--- src/logic/cpu_pkg.sv ---
package cpu_pkg;

    // width of data and of word addresses
    localparam int word_width = 32;

    localparam int register_count = 8;

    typedef logic [word_width-1:0] word_t;
    typedef logic flag_t;
    typedef logic [2:0] index_t;

    // codes not listed here execute as nop
    typedef enum logic [5:0]
    {
        nop_op      = 6'd0,
        add_op      = 6'd1,
        sub_op      = 6'd2,
        and_op      = 6'd3,
        or_op       = 6'd4,
        xor_op      = 6'd5,
        load_imm_op = 6'd6,
        store_op    = 6'd7,
        cmp_eq_op   = 6'd8,
        branch_op   = 6'd9,
        jump_op     = 6'd10,
        halt_op     = 6'd63
    } opcode_e;

    // instruction word layout
    //   [5:0]   opcode
    //   [8:6]   source a
    //   [11:9]  source b
    //   [14:12] destination
    //   [15]    high half select for load immediate
    //   [31:16] immediate
    localparam int opcode_lsb = 0;
    localparam int source_a_lsb = 6;
    localparam int source_b_lsb = 9;
    localparam int destination_lsb = 12;
    localparam int high_half_bit = 15;
    localparam int immediate_lsb = 16;

endpackage
--- src/logic/cpu.sv ---
`timescale 1ns/100ps

module cpu #(
    parameter cpu_pkg::word_t reset_vector = '0
) (
    input  logic           clock,
    input  logic           clear,
    output cpu_pkg::word_t adr,
    output cpu_pkg::word_t dat_w,
    input  cpu_pkg::word_t dat_r,
    output logic           we,
    output logic           stb,
    output logic           cyc,
    input  logic           ack,
    output logic           halted
);

    cpu_pkg::opcode_e opcode;
    cpu_pkg::index_t source_a;
    cpu_pkg::index_t source_b;
    cpu_pkg::index_t destination;
    logic [15:0] immediate;
    logic high_half;
    logic write_enable;
    cpu_pkg::word_t operand_b;
    cpu_pkg::word_t result;
    cpu_pkg::flag_t flag_out;
    cpu_pkg::flag_t branch_flag;

    sequencer #(
        .reset_vector(reset_vector)
    ) sequencer_inst (
        .clock(clock),
        .clear(clear),
        .adr(adr),
        .we(we),
        .stb(stb),
        .cyc(cyc),
        .ack(ack),
        .dat_r(dat_r),
        .opcode(opcode),
        .source_a(source_a),
        .source_b(source_b),
        .destination(destination),
        .immediate(immediate),
        .high_half(high_half),
        .branch_flag(branch_flag),
        .write_enable(write_enable),
        .halted(halted)
    );

    // port a of the word file is both operand a and the store data
    alu alu_inst (
        .opcode(opcode),
        .operand_a(dat_w),
        .operand_b(operand_b),
        .immediate(immediate),
        .high_half(high_half),
        .result(result),
        .flag_out(flag_out)
    );

    register_file #(
        .entry_t(cpu_pkg::word_t)
    ) word_file_inst (
        .clock(clock),
        .clear(clear),
        .write_enable(write_enable),
        .write_index(destination),
        .write_data(result),
        .read_index_a(source_a),
        .read_data_a(dat_w),
        .read_index_b(source_b),
        .read_data_b(operand_b)
    );

    // flags only need port a, for branches
    register_file #(
        .entry_t(cpu_pkg::flag_t)
    ) flag_file_inst (
        .clock(clock),
        .clear(clear),
        .write_enable(write_enable),
        .write_index(destination),
        .write_data(flag_out),
        .read_index_a(source_a),
        .read_data_a(branch_flag),
        .read_index_b(source_b),
        .read_data_b()
    );

endmodule

--- src/logic/sequencer.sv ---
`timescale 1ns/100ps

// fetch, execute, advance control with the wishbone master side
module sequencer #(
    parameter cpu_pkg::word_t reset_vector = '0
) (
    input  logic             clock,
    input  logic             clear,
    output cpu_pkg::word_t   adr,
    output logic             we,
    output logic             stb,
    output logic             cyc,
    input  logic             ack,
    input  cpu_pkg::word_t   dat_r,
    output cpu_pkg::opcode_e opcode,
    output cpu_pkg::index_t  source_a,
    output cpu_pkg::index_t  source_b,
    output cpu_pkg::index_t  destination,
    output logic [15:0]      immediate,
    output logic             high_half,
    input  cpu_pkg::flag_t   branch_flag,
    output logic             write_enable,
    output logic             halted
);

    typedef enum logic [1:0]
    {
        fetch_state,
        execute_state,
        advance_state,
        halted_state
    } state_e;

    state_e state;
    cpu_pkg::word_t program_counter;
    cpu_pkg::word_t instruction;
    cpu_pkg::word_t immediate_address;
    cpu_pkg::word_t next_counter;
    logic bus_active;
    logic write_active;
    logic writes_register;
    logic is_store;

    // field decode
    assign opcode = cpu_pkg::opcode_e'(instruction[cpu_pkg::opcode_lsb +: 6]);
    assign source_a = instruction[cpu_pkg::source_a_lsb +: $bits(cpu_pkg::index_t)];
    assign source_b = instruction[cpu_pkg::source_b_lsb +: $bits(cpu_pkg::index_t)];
    assign destination = instruction[cpu_pkg::destination_lsb +: $bits(cpu_pkg::index_t)];
    assign high_half = instruction[cpu_pkg::high_half_bit];
    assign immediate = instruction[cpu_pkg::immediate_lsb +: 16];

    assign immediate_address = {{(cpu_pkg::word_width - 16){1'b0}}, immediate};
    assign is_store = (opcode == cpu_pkg::store_op);

    always_comb
    begin
        case (opcode)
            cpu_pkg::add_op, cpu_pkg::sub_op, cpu_pkg::and_op, cpu_pkg::or_op,
            cpu_pkg::xor_op, cpu_pkg::load_imm_op, cpu_pkg::cmp_eq_op:
                writes_register = 1'b1;
            default:
                writes_register = 1'b0;
        endcase
    end

    // branch tests the flag selected by source a
    always_comb
    begin
        case (opcode)
            cpu_pkg::jump_op:
                next_counter = immediate_address;
            cpu_pkg::branch_op:
                next_counter = branch_flag ? immediate_address
                                           : program_counter + cpu_pkg::word_t'(1);
            default:
                next_counter = program_counter + cpu_pkg::word_t'(1);
        endcase
    end

    assign write_enable = (state == execute_state) && writes_register;
    assign adr = (state == execute_state) ? immediate_address : program_counter;
    assign cyc = bus_active;
    assign stb = bus_active;
    assign we = write_active;
    assign halted = (state == halted_state);

    always_ff @(posedge clock or posedge clear)
    begin
        if (clear)
        begin
            state <= fetch_state;
            program_counter <= reset_vector;
            bus_active <= 1'b0;
            write_active <= 1'b0;
        end
        else
        begin
            case (state)
                fetch_state:
                begin
                    if (!bus_active)
                    begin
                        bus_active <= 1'b1;
                    end
                    else if (ack)
                    begin
                        bus_active <= 1'b0;
                        state <= execute_state;
                    end
                end
                execute_state:
                begin
                    if (!is_store)
                    begin
                        state <= advance_state;
                    end
                    else if (!bus_active)
                    begin
                        bus_active <= 1'b1;
                        write_active <= 1'b1;
                    end
                    else if (ack)
                    begin
                        bus_active <= 1'b0;
                        write_active <= 1'b0;
                        state <= advance_state;
                    end
                end
                advance_state:
                begin
                    if (opcode == cpu_pkg::halt_op)
                    begin
                        state <= halted_state;
                    end
                    else
                    begin
                        // next fetch starts straight away
                        program_counter <= next_counter;
                        bus_active <= 1'b1;
                        state <= fetch_state;
                    end
                end
                default:
                    state <= halted_state;
            endcase
        end
    end

    always_ff @(posedge clock)
    begin
        if (state == fetch_state && bus_active && ack)
        begin
            instruction <= dat_r;
        end
    end

endmodule

--- src/logic/alu.sv ---
`timescale 1ns/100ps

module alu (
    input  cpu_pkg::opcode_e opcode,
    input  cpu_pkg::word_t   operand_a,
    input  cpu_pkg::word_t   operand_b,
    input  logic [15:0]      immediate,
    input  logic             high_half,
    output cpu_pkg::word_t   result,
    output cpu_pkg::flag_t   flag_out
);

    logic [cpu_pkg::word_width:0] sum;
    logic [cpu_pkg::word_width:0] difference;
    cpu_pkg::word_t loaded;

    // extra top bit holds carry and borrow
    assign sum = {1'b0, operand_a} + {1'b0, operand_b};
    assign difference = {1'b0, operand_a} - {1'b0, operand_b};

    // high form keeps the lower half of source a
    assign loaded = high_half ? {immediate, operand_a[15:0]}
                              : {{(cpu_pkg::word_width - 16){1'b0}}, immediate};

    always_comb
    begin
        result = '0;
        flag_out = 1'b0;
        case (opcode)
            cpu_pkg::add_op:
            begin
                result = sum[cpu_pkg::word_width-1:0];
                flag_out = sum[cpu_pkg::word_width];
            end
            cpu_pkg::sub_op:
            begin
                result = difference[cpu_pkg::word_width-1:0];
                flag_out = difference[cpu_pkg::word_width];
            end
            cpu_pkg::and_op:
            begin
                result = operand_a & operand_b;
                flag_out = (result == '0);
            end
            cpu_pkg::or_op:
            begin
                result = operand_a | operand_b;
                flag_out = (result == '0);
            end
            cpu_pkg::xor_op:
            begin
                result = operand_a ^ operand_b;
                flag_out = (result == '0);
            end
            cpu_pkg::cmp_eq_op:
            begin
                // value passes through, flag carries the comparison
                result = operand_b;
                flag_out = (operand_a == operand_b);
            end
            cpu_pkg::load_imm_op:
            begin
                result = loaded;
                flag_out = (loaded == '0);
            end
            default:
            begin
                result = '0;
                flag_out = 1'b0;
            end
        endcase
    end

endmodule

--- src/logic/register_file.sv ---
`timescale 1ns/100ps

// eight entries, one write port and two combinational read ports
module register_file #(
    parameter type entry_t = cpu_pkg::word_t
) (
    input  logic            clock,
    input  logic            clear,
    input  logic            write_enable,
    input  cpu_pkg::index_t write_index,
    input  entry_t          write_data,
    input  cpu_pkg::index_t read_index_a,
    output entry_t          read_data_a,
    input  cpu_pkg::index_t read_index_b,
    output entry_t          read_data_b
);

    entry_t entries [cpu_pkg::register_count];

    always_ff @(posedge clock or posedge clear)
    begin
        if (clear)
        begin
            for (int i = 0; i < cpu_pkg::register_count; i++)
            begin
                entries[i] <= '0;
            end
        end
        else if (write_enable)
        begin
            entries[write_index] <= write_data;
        end
    end

    // reads see the old value during the writing cycle
    assign read_data_a = entries[read_index_a];
    assign read_data_b = entries[read_index_b];

endmodule

--- config.mk ---
export PLATFORM = sky130hd
export DESIGN_NAME = cpu
export DESIGN_NICKNAME = d
export VERILOG_FILES = /design/src/logic/cpu_pkg.sv /design/src/logic/cpu.sv /design/src/logic/sequencer.sv /design/src/logic/alu.sv /design/src/logic/register_file.sv
export SDC_FILE = /design/constraint.sdc
export NUM_CORES = 1
export LEC_CHECK = 0
export BUFFER_PORTS_ARGS = -buffer_cell sky130_fd_sc_hd__buf_2
export CORE_MARGIN = 4
export CORE_UTILIZATION = 34
export DETAILED_ROUTE_END_ITERATION = 6
export SLEW_MARGIN = 20
export SYNTH_ARGS = -nofsm -noshare
export SYNTH_HDL_FRONTEND = slang
export SYNTH_HIERARCHICAL = 1
export SYNTH_SLANG_ARGS = --single-unit
--- constraint.sdc ---
create_clock -name clock -period 23.8 [get_ports clock]
set_input_delay 4.76 -clock clock [delete_from_list [all_inputs] [get_ports clock]]
set_output_delay 4.76 -clock clock [all_outputs]
set_load 0.01 [all_outputs]
### Word level (Yosys, flattened, before mapping)

Index checks and enable logic that the tools add are counted.
Widths: inputs -> output; s select.

* output and inout bits: 68
* bits in registers: 332
* logic and storage cells: 108

* reductions and logical operators: 15
* bitwise gates (word level): 7
* muxes and demuxes: 36
* magnitude comparators: 4
* add/sub/neg operators: 3
* eq/ne operators: 22

Operators by type and width (number)
* $bwmux 256: 1
* $mux 32: 8
* $pmux 32 s7: 1
* $bmux 32 s3: 2
* $logic_not 32->1: 4
* $demux 32 s3: 1
* $pmux 32 s2: 1
* $add 32x32->33: 1
* $sub 32x32->33: 1
* $add 32x1->32 const B: 1
* $and 32x32->32: 1
* $eq 32x32->1: 1
* $or 32x32->32: 1
* $xor 32x32->32: 1
* $eq 6x3->1 const B: 4
* $eq 6x4->1 const B: 3
* $eq 6x2->1 const B: 2
* $ge 4x4->1 const B: 3
* $mux 2: 6
* $not 3->4: 3
* $mux 1: 10
* $bwmux 8: 1
* $pmux 1 s7: 1
* $reduce_or 7->1: 1
* other kinds (20): 28

### Depth between registers and ports, before layout

Gate-level depths: netlist of run 1.

* word-level depth: 8
* gate-level depth with buffers: 18
* depth with buffers taken out: 15

### Cells and area by module

Netlist of run 1, hierarchy kept.

Modules (own cells, without submodules)
* register_file at word_file_inst: area an instance 13844.5 µm², times used 1, cells an instance 780
* alu: area an instance 5968.2 µm², times used 1, cells an instance 902
* sequencer: area an instance 3488.3 µm², times used 1, cells an instance 337
* register_file at flag_file_inst: area an instance 500.5 µm², times used 1, cells an instance 31

### Worst setup path before layout of run 1

OpenSTA, ideal clock, no wires.

* kind: input -> register
* from: in ack
* to: reg sequencer_inst.instruction[0], enable pin
* slack: 16.229 ns
* arrival time: 7.108 ns
* stages: 2
* cell sequence: nand2_1 -> nor3_1

* longest elaborated chain between the ends: 1

RTL lines
* start, declared: line cpu.sv:14 `input logic ack,`
* $logic_and 1x1->1: line sequencer.sv:151 `if (state == fetch_state && bus_active && ack)`
* end signal, assigned: line sequencer.sv:153 `instruction <= dat_r;`
* end, declared: line sequencer.sv:36 `cpu_pkg::word_t instruction;`

No other way between the ends.
A chain may end at the register's enable or synchronous reset.

### Worst setup path in the final report of run 1

* from: reg sequencer_inst.instruction[8]
* to: out dat_w[6]

* longest elaborated chain between the ends: 4

RTL lines
* $not 3->4 (implied by the code): line register_file.sv:36 `assign read_data_a = entries[read_index_a];`
* $bmux 32 s3: line register_file.sv:36
* $mux 32 (implied by the code) (2 in a row): line register_file.sv:36
* end, declared: line cpu.sv:9 `output cpu_pkg::word_t dat_w,`

No other way between the ends. The select of a mux whose other input is x is not followed.

==> out/summary.txt, run 1 <==
===============================================================================================
Post-DRT Antenna Nets ............................................................            0
Fill count .......................................................................         6697
Type of the tightest min-delay check ............................................. flop to flop
GP Congestion ....................................................................        0.949
Clk_lat worst skew ...............................................................      0.58 ns
Cell count after synthesis .......................................................         2047
Required time at the endpoint of the critical path ...............................     19.04 ns
Cts-stage hold buffer count ......................................................            0
Die outline width ................................................................       272 um
Post-CTS Setup Bufs ..............................................................            0
Wire per inst ....................................................................      24.9 um
Unrepaired setup endpoints after global routing ..................................           no
Die extent in y ..................................................................       272 um
Clock tree from TritonCTS ........................................................        built
Post-layout total power ..........................................................      1.60 mW
FF-to-FF setup slack .............................................................     17.43 ns
Max frequency ....................................................................      125 MHz
Standby leakage power ............................................................      11.9 nW
Crit end category ................................................................  output port
Yosys warnings ...................................................................            6
Clock input transition at the sequential cells of the worst setup and hold paths .      0.06 ns
Routed wire length ...............................................................     76000 um
Wire length of the first global-routing pass .....................................    115000 um
Number of endpoints failing setup at the final stage .............................            0
Total routing usage reported by global routing ...................................        20.0%
Pre-Repair DR Iteration Count ....................................................            6
Number of design-rule violations left by the first detailed-router iteration .....         1758
Worst setup skew after layout ....................................................    0.0382 ns
Metal1 wirelength ................................................................     32500 um
Vias per inst ....................................................................         6.06
Result of the run ................................................................ finished clean
Detailed-routed wire length on met2 ..............................................     35500 um
Relative max-transition margin ...................................................        29.5%
Final Max Slew Viols .............................................................            0
Peak ir drop on the vdd network ..................................................  0.0000489 V
Gr ovfl total ....................................................................            0
Worst setup SP type ..............................................................         flop
Least-Margin Pin Slew ............................................................      1.05 ns
CTS sink count ...................................................................          332
Maximum fanout along the worst path ..............................................           40
Count of input and output buffers ................................................          102
Core box area ....................................................................    68900 um2
P per Cell Area ..................................................................  60.8 nW/um2
Starting density of the core .....................................................        34.4%
Number of gates resized after cts ................................................            0
CTS Buffer Depth .................................................................            3
Min Clock Period, post-route .....................................................      8.02 ns
Final clock period utilization by the worst path .................................        33.7%
Area of the mapped netlist .......................................................    23700 um2
Max cap viols ....................................................................            0
Synthesized area per cell ........................................................     11.6 um2
Highest routing layer actually used ..............................................         met4
Area added between synthesis and finish ..........................................        11.1%
Area of the die ..................................................................    74100 um2
Cell chosen for the clock root ...................................................    clkbuf_16
Syn nets .........................................................................         2186
Routed vias ......................................................................        18500
Type of the worst setup path ..................................................... flop to output port
Summed negative setup slack over all endpoints ...................................         0 ns
Detailed-placement wirelength estimate ...........................................     50400 um
Antenna violations before repair .................................................            1
Site Rows ........................................................................           96
# IOs ............................................................................          103
Final hold vios ..................................................................            0
Worst EP arrival .................................................................      3.26 ns
Length of routed met3 wiring .....................................................      5700 um
Largest net degree at the start of global routing ................................          110
CTS Buf Count ....................................................................           39
Share of final-layout standard cells stronger than drive strength 1 ..............        29.2%
Via count of the first global-routing pass .......................................        18500
# nets final .....................................................................         2231
Clock H-tree levels ..............................................................            2
Post-detailed-route DRC marker count .............................................            0
===============================================================================================
-- area by class of cell --
cell class	count	area [um2]	share of cell area (%)
diodes	1	2.50	0.00949
clock buffers	57	1140	4.31
clock inverters	15	156	0.593
inverters	107	409	1.55
multi-input cells	1472	14200	53.9
flip-flops and latches	332	8470	32.1
well taps	931	1160	4.42
repair buffers	140	816	3.09
-- worst paths after layout --
check / start / to / depth (start not counted)
min: sequencer_inst/we / sequencer_inst/we / 2
max in group asynchronous: clear / word_file_inst/entries[184] / 5
max: sequencer_inst/instruction[8] / dat_w[6] / 5
min reg2reg: sequencer_inst/we / sequencer_inst/we / 2
max reg2reg: sequencer_inst/instruction[11] / word_file_inst/entries[58] / 15
min in group asynchronous: clear / flag_file_inst/entries[0] / 2
-- flip-flops by register name, indices dropped and copies added (netlist names) --
| signal | cells |
|---|---|
| sequencer_inst/program_counter | 32 |
| flag_file_inst/entries | 8 |
| sequencer_inst/state | 2 |
| sequencer_inst/we | 1 |
| sequencer_inst/instruction | 32 |
| word_file_inst/entries | 256 |
| sequencer_inst/cyc | 1 |
-- per-layer routing --
layer | global-route usage, % | vias to the layer above
met3 | 4.08 | 146
met1 | 27.0 | 9545
met5 | 0 | -
met4 | 6.33 | 0
li1 | - | 8051
met2 | 32.4 | 760
-- metrics by stage --
step | cells | hold WS (ns) | utilization [%] | setup WS [ns] | instance area (um2)
finish | 3055 | 0.484 | 38.2 | 15.78 | 26400
global route | 3054 | 0.525 | 38.2 | 15.67 | 26400
CTS | 3053 | 0.494 | 38.2 | 15.79 | 26300
detailed placement | 2981 | 0.483 | 36.3 | 16.34 | 25000
global placement | 2981 | 0.464 | 36.3 | 16.42 | 25000
floorplan | 2047 | 0.447 | - | 12.00 | 23700
-- critical path, stage by stage (launching register included) --
cell and delay (ns):
edfxtp_1 0.32, buf_4 0.43, buf_4 0.69, mux4_1 0.65
mux2_2 0.35, buf_2 0.19
-- layout by cell type, fill, tap and decap left out, types with 19 or more instances in the layout --
master       n
dfrtp_1    300
mux4_2      36
nand4_1     34
mux4_1      94
inv_1      104
o211ai_1    19
o21ai_0     69
nor2b_1     24
nand3_1     44
nor3_1      25
mux2_4      19
ha_1       102
nor2_1      90
mux2_2     316
a31oi_1     22
buf_2      102
a21oi_1    104
buf_4       37
o31ai_1     19
nor4_1      26
edfxtp_1    32
clkbuf_16   41
nand2_1     95
-- power breakdown --
part           leakage (nW)  switching [mW]  internal, mW  total (mW)
Clock                 0.629           0.252         0.356       0.608
Sequential             4.47          0.0699         0.604       0.674
Combinational          6.76           0.196         0.125       0.321
Note: power is estimated with default switching activity, not from simulation.
==> run 2: changes to the inputs <==
--- a/config.mk
+++ b/config.mk
@@ -5,6 +5,7 @@
 export SDC_FILE = /design/constraint.sdc
 export NUM_CORES = 1
 export LEC_CHECK = 0
+export ABC_AREA = 1
 export BUFFER_PORTS_ARGS = -buffer_cell sky130_fd_sc_hd__buf_2
 export CORE_MARGIN = 4
 export CORE_UTILIZATION = 34
==> constraint.sdc (replaced) <==
create_clock -name clock -period 8.3 [get_ports clock]
set_input_delay 1.66 -clock clock [delete_from_list [all_inputs] [get_ports clock]]
set_output_delay 1.66 -clock clock [all_outputs]
set_load 0.01 [all_outputs]
==> out/summary.txt, run 2 <==
===============================================================================================
Standby leakage power ............................................................      15.3 nW   +29%
Worst EP arrival .................................................................      5.86 ns   +2.60 ns
Wire per inst ....................................................................      18.5 um   -25%
Clock H-tree levels ..............................................................            2   unchanged
Number of gates resized after cts ................................................            0   unchanged
Clock input transition at the sequential cells of the worst setup and hold paths .      0.06 ns   about the same
Number of endpoints failing setup at the final stage .............................            0   unchanged
Worst reg2reg path depth .........................................................           20   +5
Clk_lat worst skew ...............................................................      0.60 ns   +0.02 ns
Post-DRT Antenna Nets ............................................................            0   unchanged
Routed wire length ...............................................................     98900 um   +30%
Final hold vios ..................................................................            0   unchanged
CTS Buffer Depth .................................................................            3   unchanged
Portion of total power attributed to sequential cells ............................        27.5%   -15 points
Total number of cells along the worst setup path .................................           20   +15
Number of flip-flops under the largest register name .............................          256   unchanged
Starting density of the core .....................................................        34.3%   -0.13 points
Buffers and inverters on the worst path ..........................................            5   +2
Psw ..............................................................................      3.25 mW   +530%
Summed negative setup slack over all endpoints ...................................         0 ns   unchanged
Unrepaired setup endpoints after global routing ..................................           no
Cell Count Post-Placement ........................................................         5261   +76%
Final design utilization .........................................................        37.4%   -0.80 points
Area of the die ..................................................................    82600 um2   +11%
Antenna violations before repair .................................................            0   -1
Pre-Repair DR Iteration Count ....................................................            6   unchanged
P per Cell Area ..................................................................   239 nW/um2   +290%
Area added between synthesis and finish ..........................................        9.15%
Number of stages on the worst hold path ..........................................            2   unchanged
Gr busiest metal .................................................................         met2
Cts-stage hold buffer count ......................................................            0   unchanged
Gr ovfl total ....................................................................            0   unchanged
Result of the run ................................................................ finished clean
GP Congestion ....................................................................         1.01   +6.8%
Met1 Use GR ......................................................................        32.3%   +5.3 points
Largest net degree at the start of global routing ................................          159   +45%
Final Max Slew Viols .............................................................            0   unchanged
Internal portion of total power ..................................................      3.67 mW   +240%
Syn nets .........................................................................         4431   +100%
Routed vias ......................................................................        27300   +48%
Seq. cell area ...................................................................     8470 um2   unchanged
# IOs ............................................................................          103   unchanged
Min Clock Period, post-route .....................................................      5.35 ns
CTS sink count ...................................................................          332   unchanged
Least-Margin Pin Slew ............................................................      1.04 ns   -0.00718 ns
Final non-filler cell total ......................................................         5335   +75%
Cell with the biggest individual delay on the critical path ......................        inv_2
Type of the worst setup path ..................................................... flop to flop
Fraction of power spent switching nets ...........................................        46.9%   +15 points
Clock power frac .................................................................        25.9%   -12 points
Share of final-layout standard cells stronger than drive strength 1 ..............        7.45%   -22 points
Maximum fanout along the worst path ..............................................           68   +70%
Clock tree from TritonCTS ........................................................        built
Die extent in y ..................................................................       287 um   +5.5%
Cell chosen for the clock root ...................................................    clkbuf_16
Max frequency ....................................................................      187 MHz
Area of the mapped netlist .......................................................    26500 um2   +12%
Total routing usage reported by global routing ...................................        23.4%   +3.5 points
Most frequent standard cell in the layout excluding fill and tap cells ...........      nand2_1
Vias per inst ....................................................................         5.12   -15%
Combinational fraction of design power ...........................................        46.5%   +27 points
# nets final .....................................................................         4402   +97%
Required time at the endpoint of the critical path ...............................      8.80 ns   -10.24 ns
Worst setup SP type ..............................................................         flop
Max incr delay on CP .............................................................      0.67 ns   -0.02 ns
Number of design-rule violations left by the first detailed-router iteration .....         2933   +67%
GR Layer Usage met2 ..............................................................        36.5%   +4.2 points
Fill count .......................................................................         8569   +28%
Fraction of met3 tracks used by global routing ...................................        4.78%   +0.70 points
Largest Register ................................................................. word_file_inst/entries
Site Rows ........................................................................          102   +6.3%
Post-layout total power ..........................................................      6.92 mW   +330%
Type of the tightest min-delay check ............................................. flop to flop
Series of cell instances along the critical path ................................. buf_4 > inv_2 > buf_4 > nand3_1 > nand2_1 > nand2_1 > nand2_1 > inv_1 > ha_1 > nor2_1 > nand2_1 > nor2_1 > nand4_1 > nor2_1 > o21ai_0 > nand3_1 > nor2_1 > nand3_1 > inv_1 > o21ai_0
Cell count after synthesis .......................................................         4292   +110%
Worst setup skew after layout ....................................................    0.0523 ns   +0.0141 ns
Worst path top cell family by delay .............................................. simple AND/OR/NAND/NOR gates
Final clock period utilization by the worst path .................................        64.5%
Yosys warnings ...................................................................            6   unchanged
Biggest registers after layout ................................................... word_file_inst/entries (256), sequencer_inst/instruction (32), sequencer_inst/program_counter (32)
Crit end category ................................................................         flop
Count of input and output buffers ................................................          102   unchanged
Hold slack final .................................................................     0.480 ns   -0.00400 ns
Peak ir drop on the vdd network ..................................................   0.000150 V   +210%
Die outline width ................................................................       287 um   +5.5%
Relative max-transition margin ...................................................        30.7%   +1.2 points
Combined area of the multi-input logic cells .....................................    14500 um2   +2.1%
Via count of the first global-routing pass .......................................        25300   +36%
Wire length of the first global-routing pass .....................................    151000 um   +31%
Post-CTS Setup Bufs ..............................................................            0   unchanged
Post-detailed-route DRC marker count .............................................            0   unchanged
Most frequent cells in the layout ................................................ nand2_1 (1684), inv_1 (660), nand3_1 (409)
Max cap viols ....................................................................            0   unchanged
Core box area ....................................................................    77300 um2   +12%
Detailed-placement wirelength estimate ...........................................     70400 um   +40%
CTS Buf Count ....................................................................           40   +2.6%
Synthesized area per cell ........................................................     6.18 um2   -47%
===============================================================================================
-- run 2: cell type report --
| type | instances | share of cell area (%) |
|---|---|---|
| Clock buffer | 54 | 3.91 |
| Sequential cell | 332 | 29.2 |
| Timing Repair Buffer | 134 | 2.64 |
| Multi-Input combinational cell | 3073 | 50.1 |
| Clock inverter | 19 | 0.717 |
| Tap cell | 1040 | 4.49 |
| Antenna cell | 1 | 0.00864 |
| Inverter | 682 | 8.89 |
-- run 2: through the flow --
step | worst slack (ns) | area [um2]
after global routing | 2.60 | 29000
after CTS | 3.07 | 29000
after detailed placement | 3.12 | 27600
after global placement | 3.17 | 27600
final | 2.95 | 29000
after floorplan | 3.27 | 26500
-- run 2: power by group through the flow --
| stage | combinational (mW) | sequential, mW | clock [mW] |
|---|---|---|---|
| floorplan | 2.21 | 1.88 | 0 |
| global placement | 3.14 | 1.93 | 0 |
| detailed placement | 3.14 | 1.93 | 0 |
| CTS | 3.16 | 1.90 | 1.84 |
| global route | 3.55 | 1.92 | 1.91 |
| finish | 3.22 | 1.91 | 1.80 |
-- run 2: worst reg2reg max path, stage by stage, from the launching register on --
cell and delay (ns):
edfxtp_1 0.36, buf_4 0.38, inv_2 0.70, buf_4 0.52, nand3_1 0.16, nand2_1 0.08
nand2_1 0.05, nand2_1 0.32, inv_1 0.09, ha_1 0.44, nor2_1 0.24, nand2_1 0.17
nor2_1 0.39, nand4_1 0.27, nor2_1 0.22, o21ai_0 0.11, nand3_1 0.11, nor2_1 0.05
nand3_1 0.22, inv_1 0.19, o21ai_0 0.19
-- run 2: path summary, 6_finish.rpt --
| kind | start | end | slack (ns) |
|---|---|---|---|
| max in group asynchronous | clear | word_file_inst/entries[124] | 5.64 |
| min in group asynchronous | clear | flag_file_inst/entries[4] | 1.06 |
| worst max-delay path | sequencer_inst/instruction[7] | flag_file_inst/entries[7] | 2.95 |
| worst min register to register | word_file_inst/entries[66] | word_file_inst/entries[66] | 0.48 |
| worst max register to register | sequencer_inst/instruction[7] | flag_file_inst/entries[7] | 2.95 |
| worst min-delay path | word_file_inst/entries[66] | word_file_inst/entries[66] | 0.48 |
-- run 2: metal layers --
| metal | share of wire [%] | wire length (um) | vias to the layer above |
|---|---|---|---|
| met5 | 0 | 0 | - |
| met4 | 3.7 | 3660 | 0 |
| met3 | 8.4 | 8340 | 181 |
| met2 | 44 | 43400 | 1109 |
| met1 | 44 | 43500 | 12700 |
| li1 | - | - | 13300 |
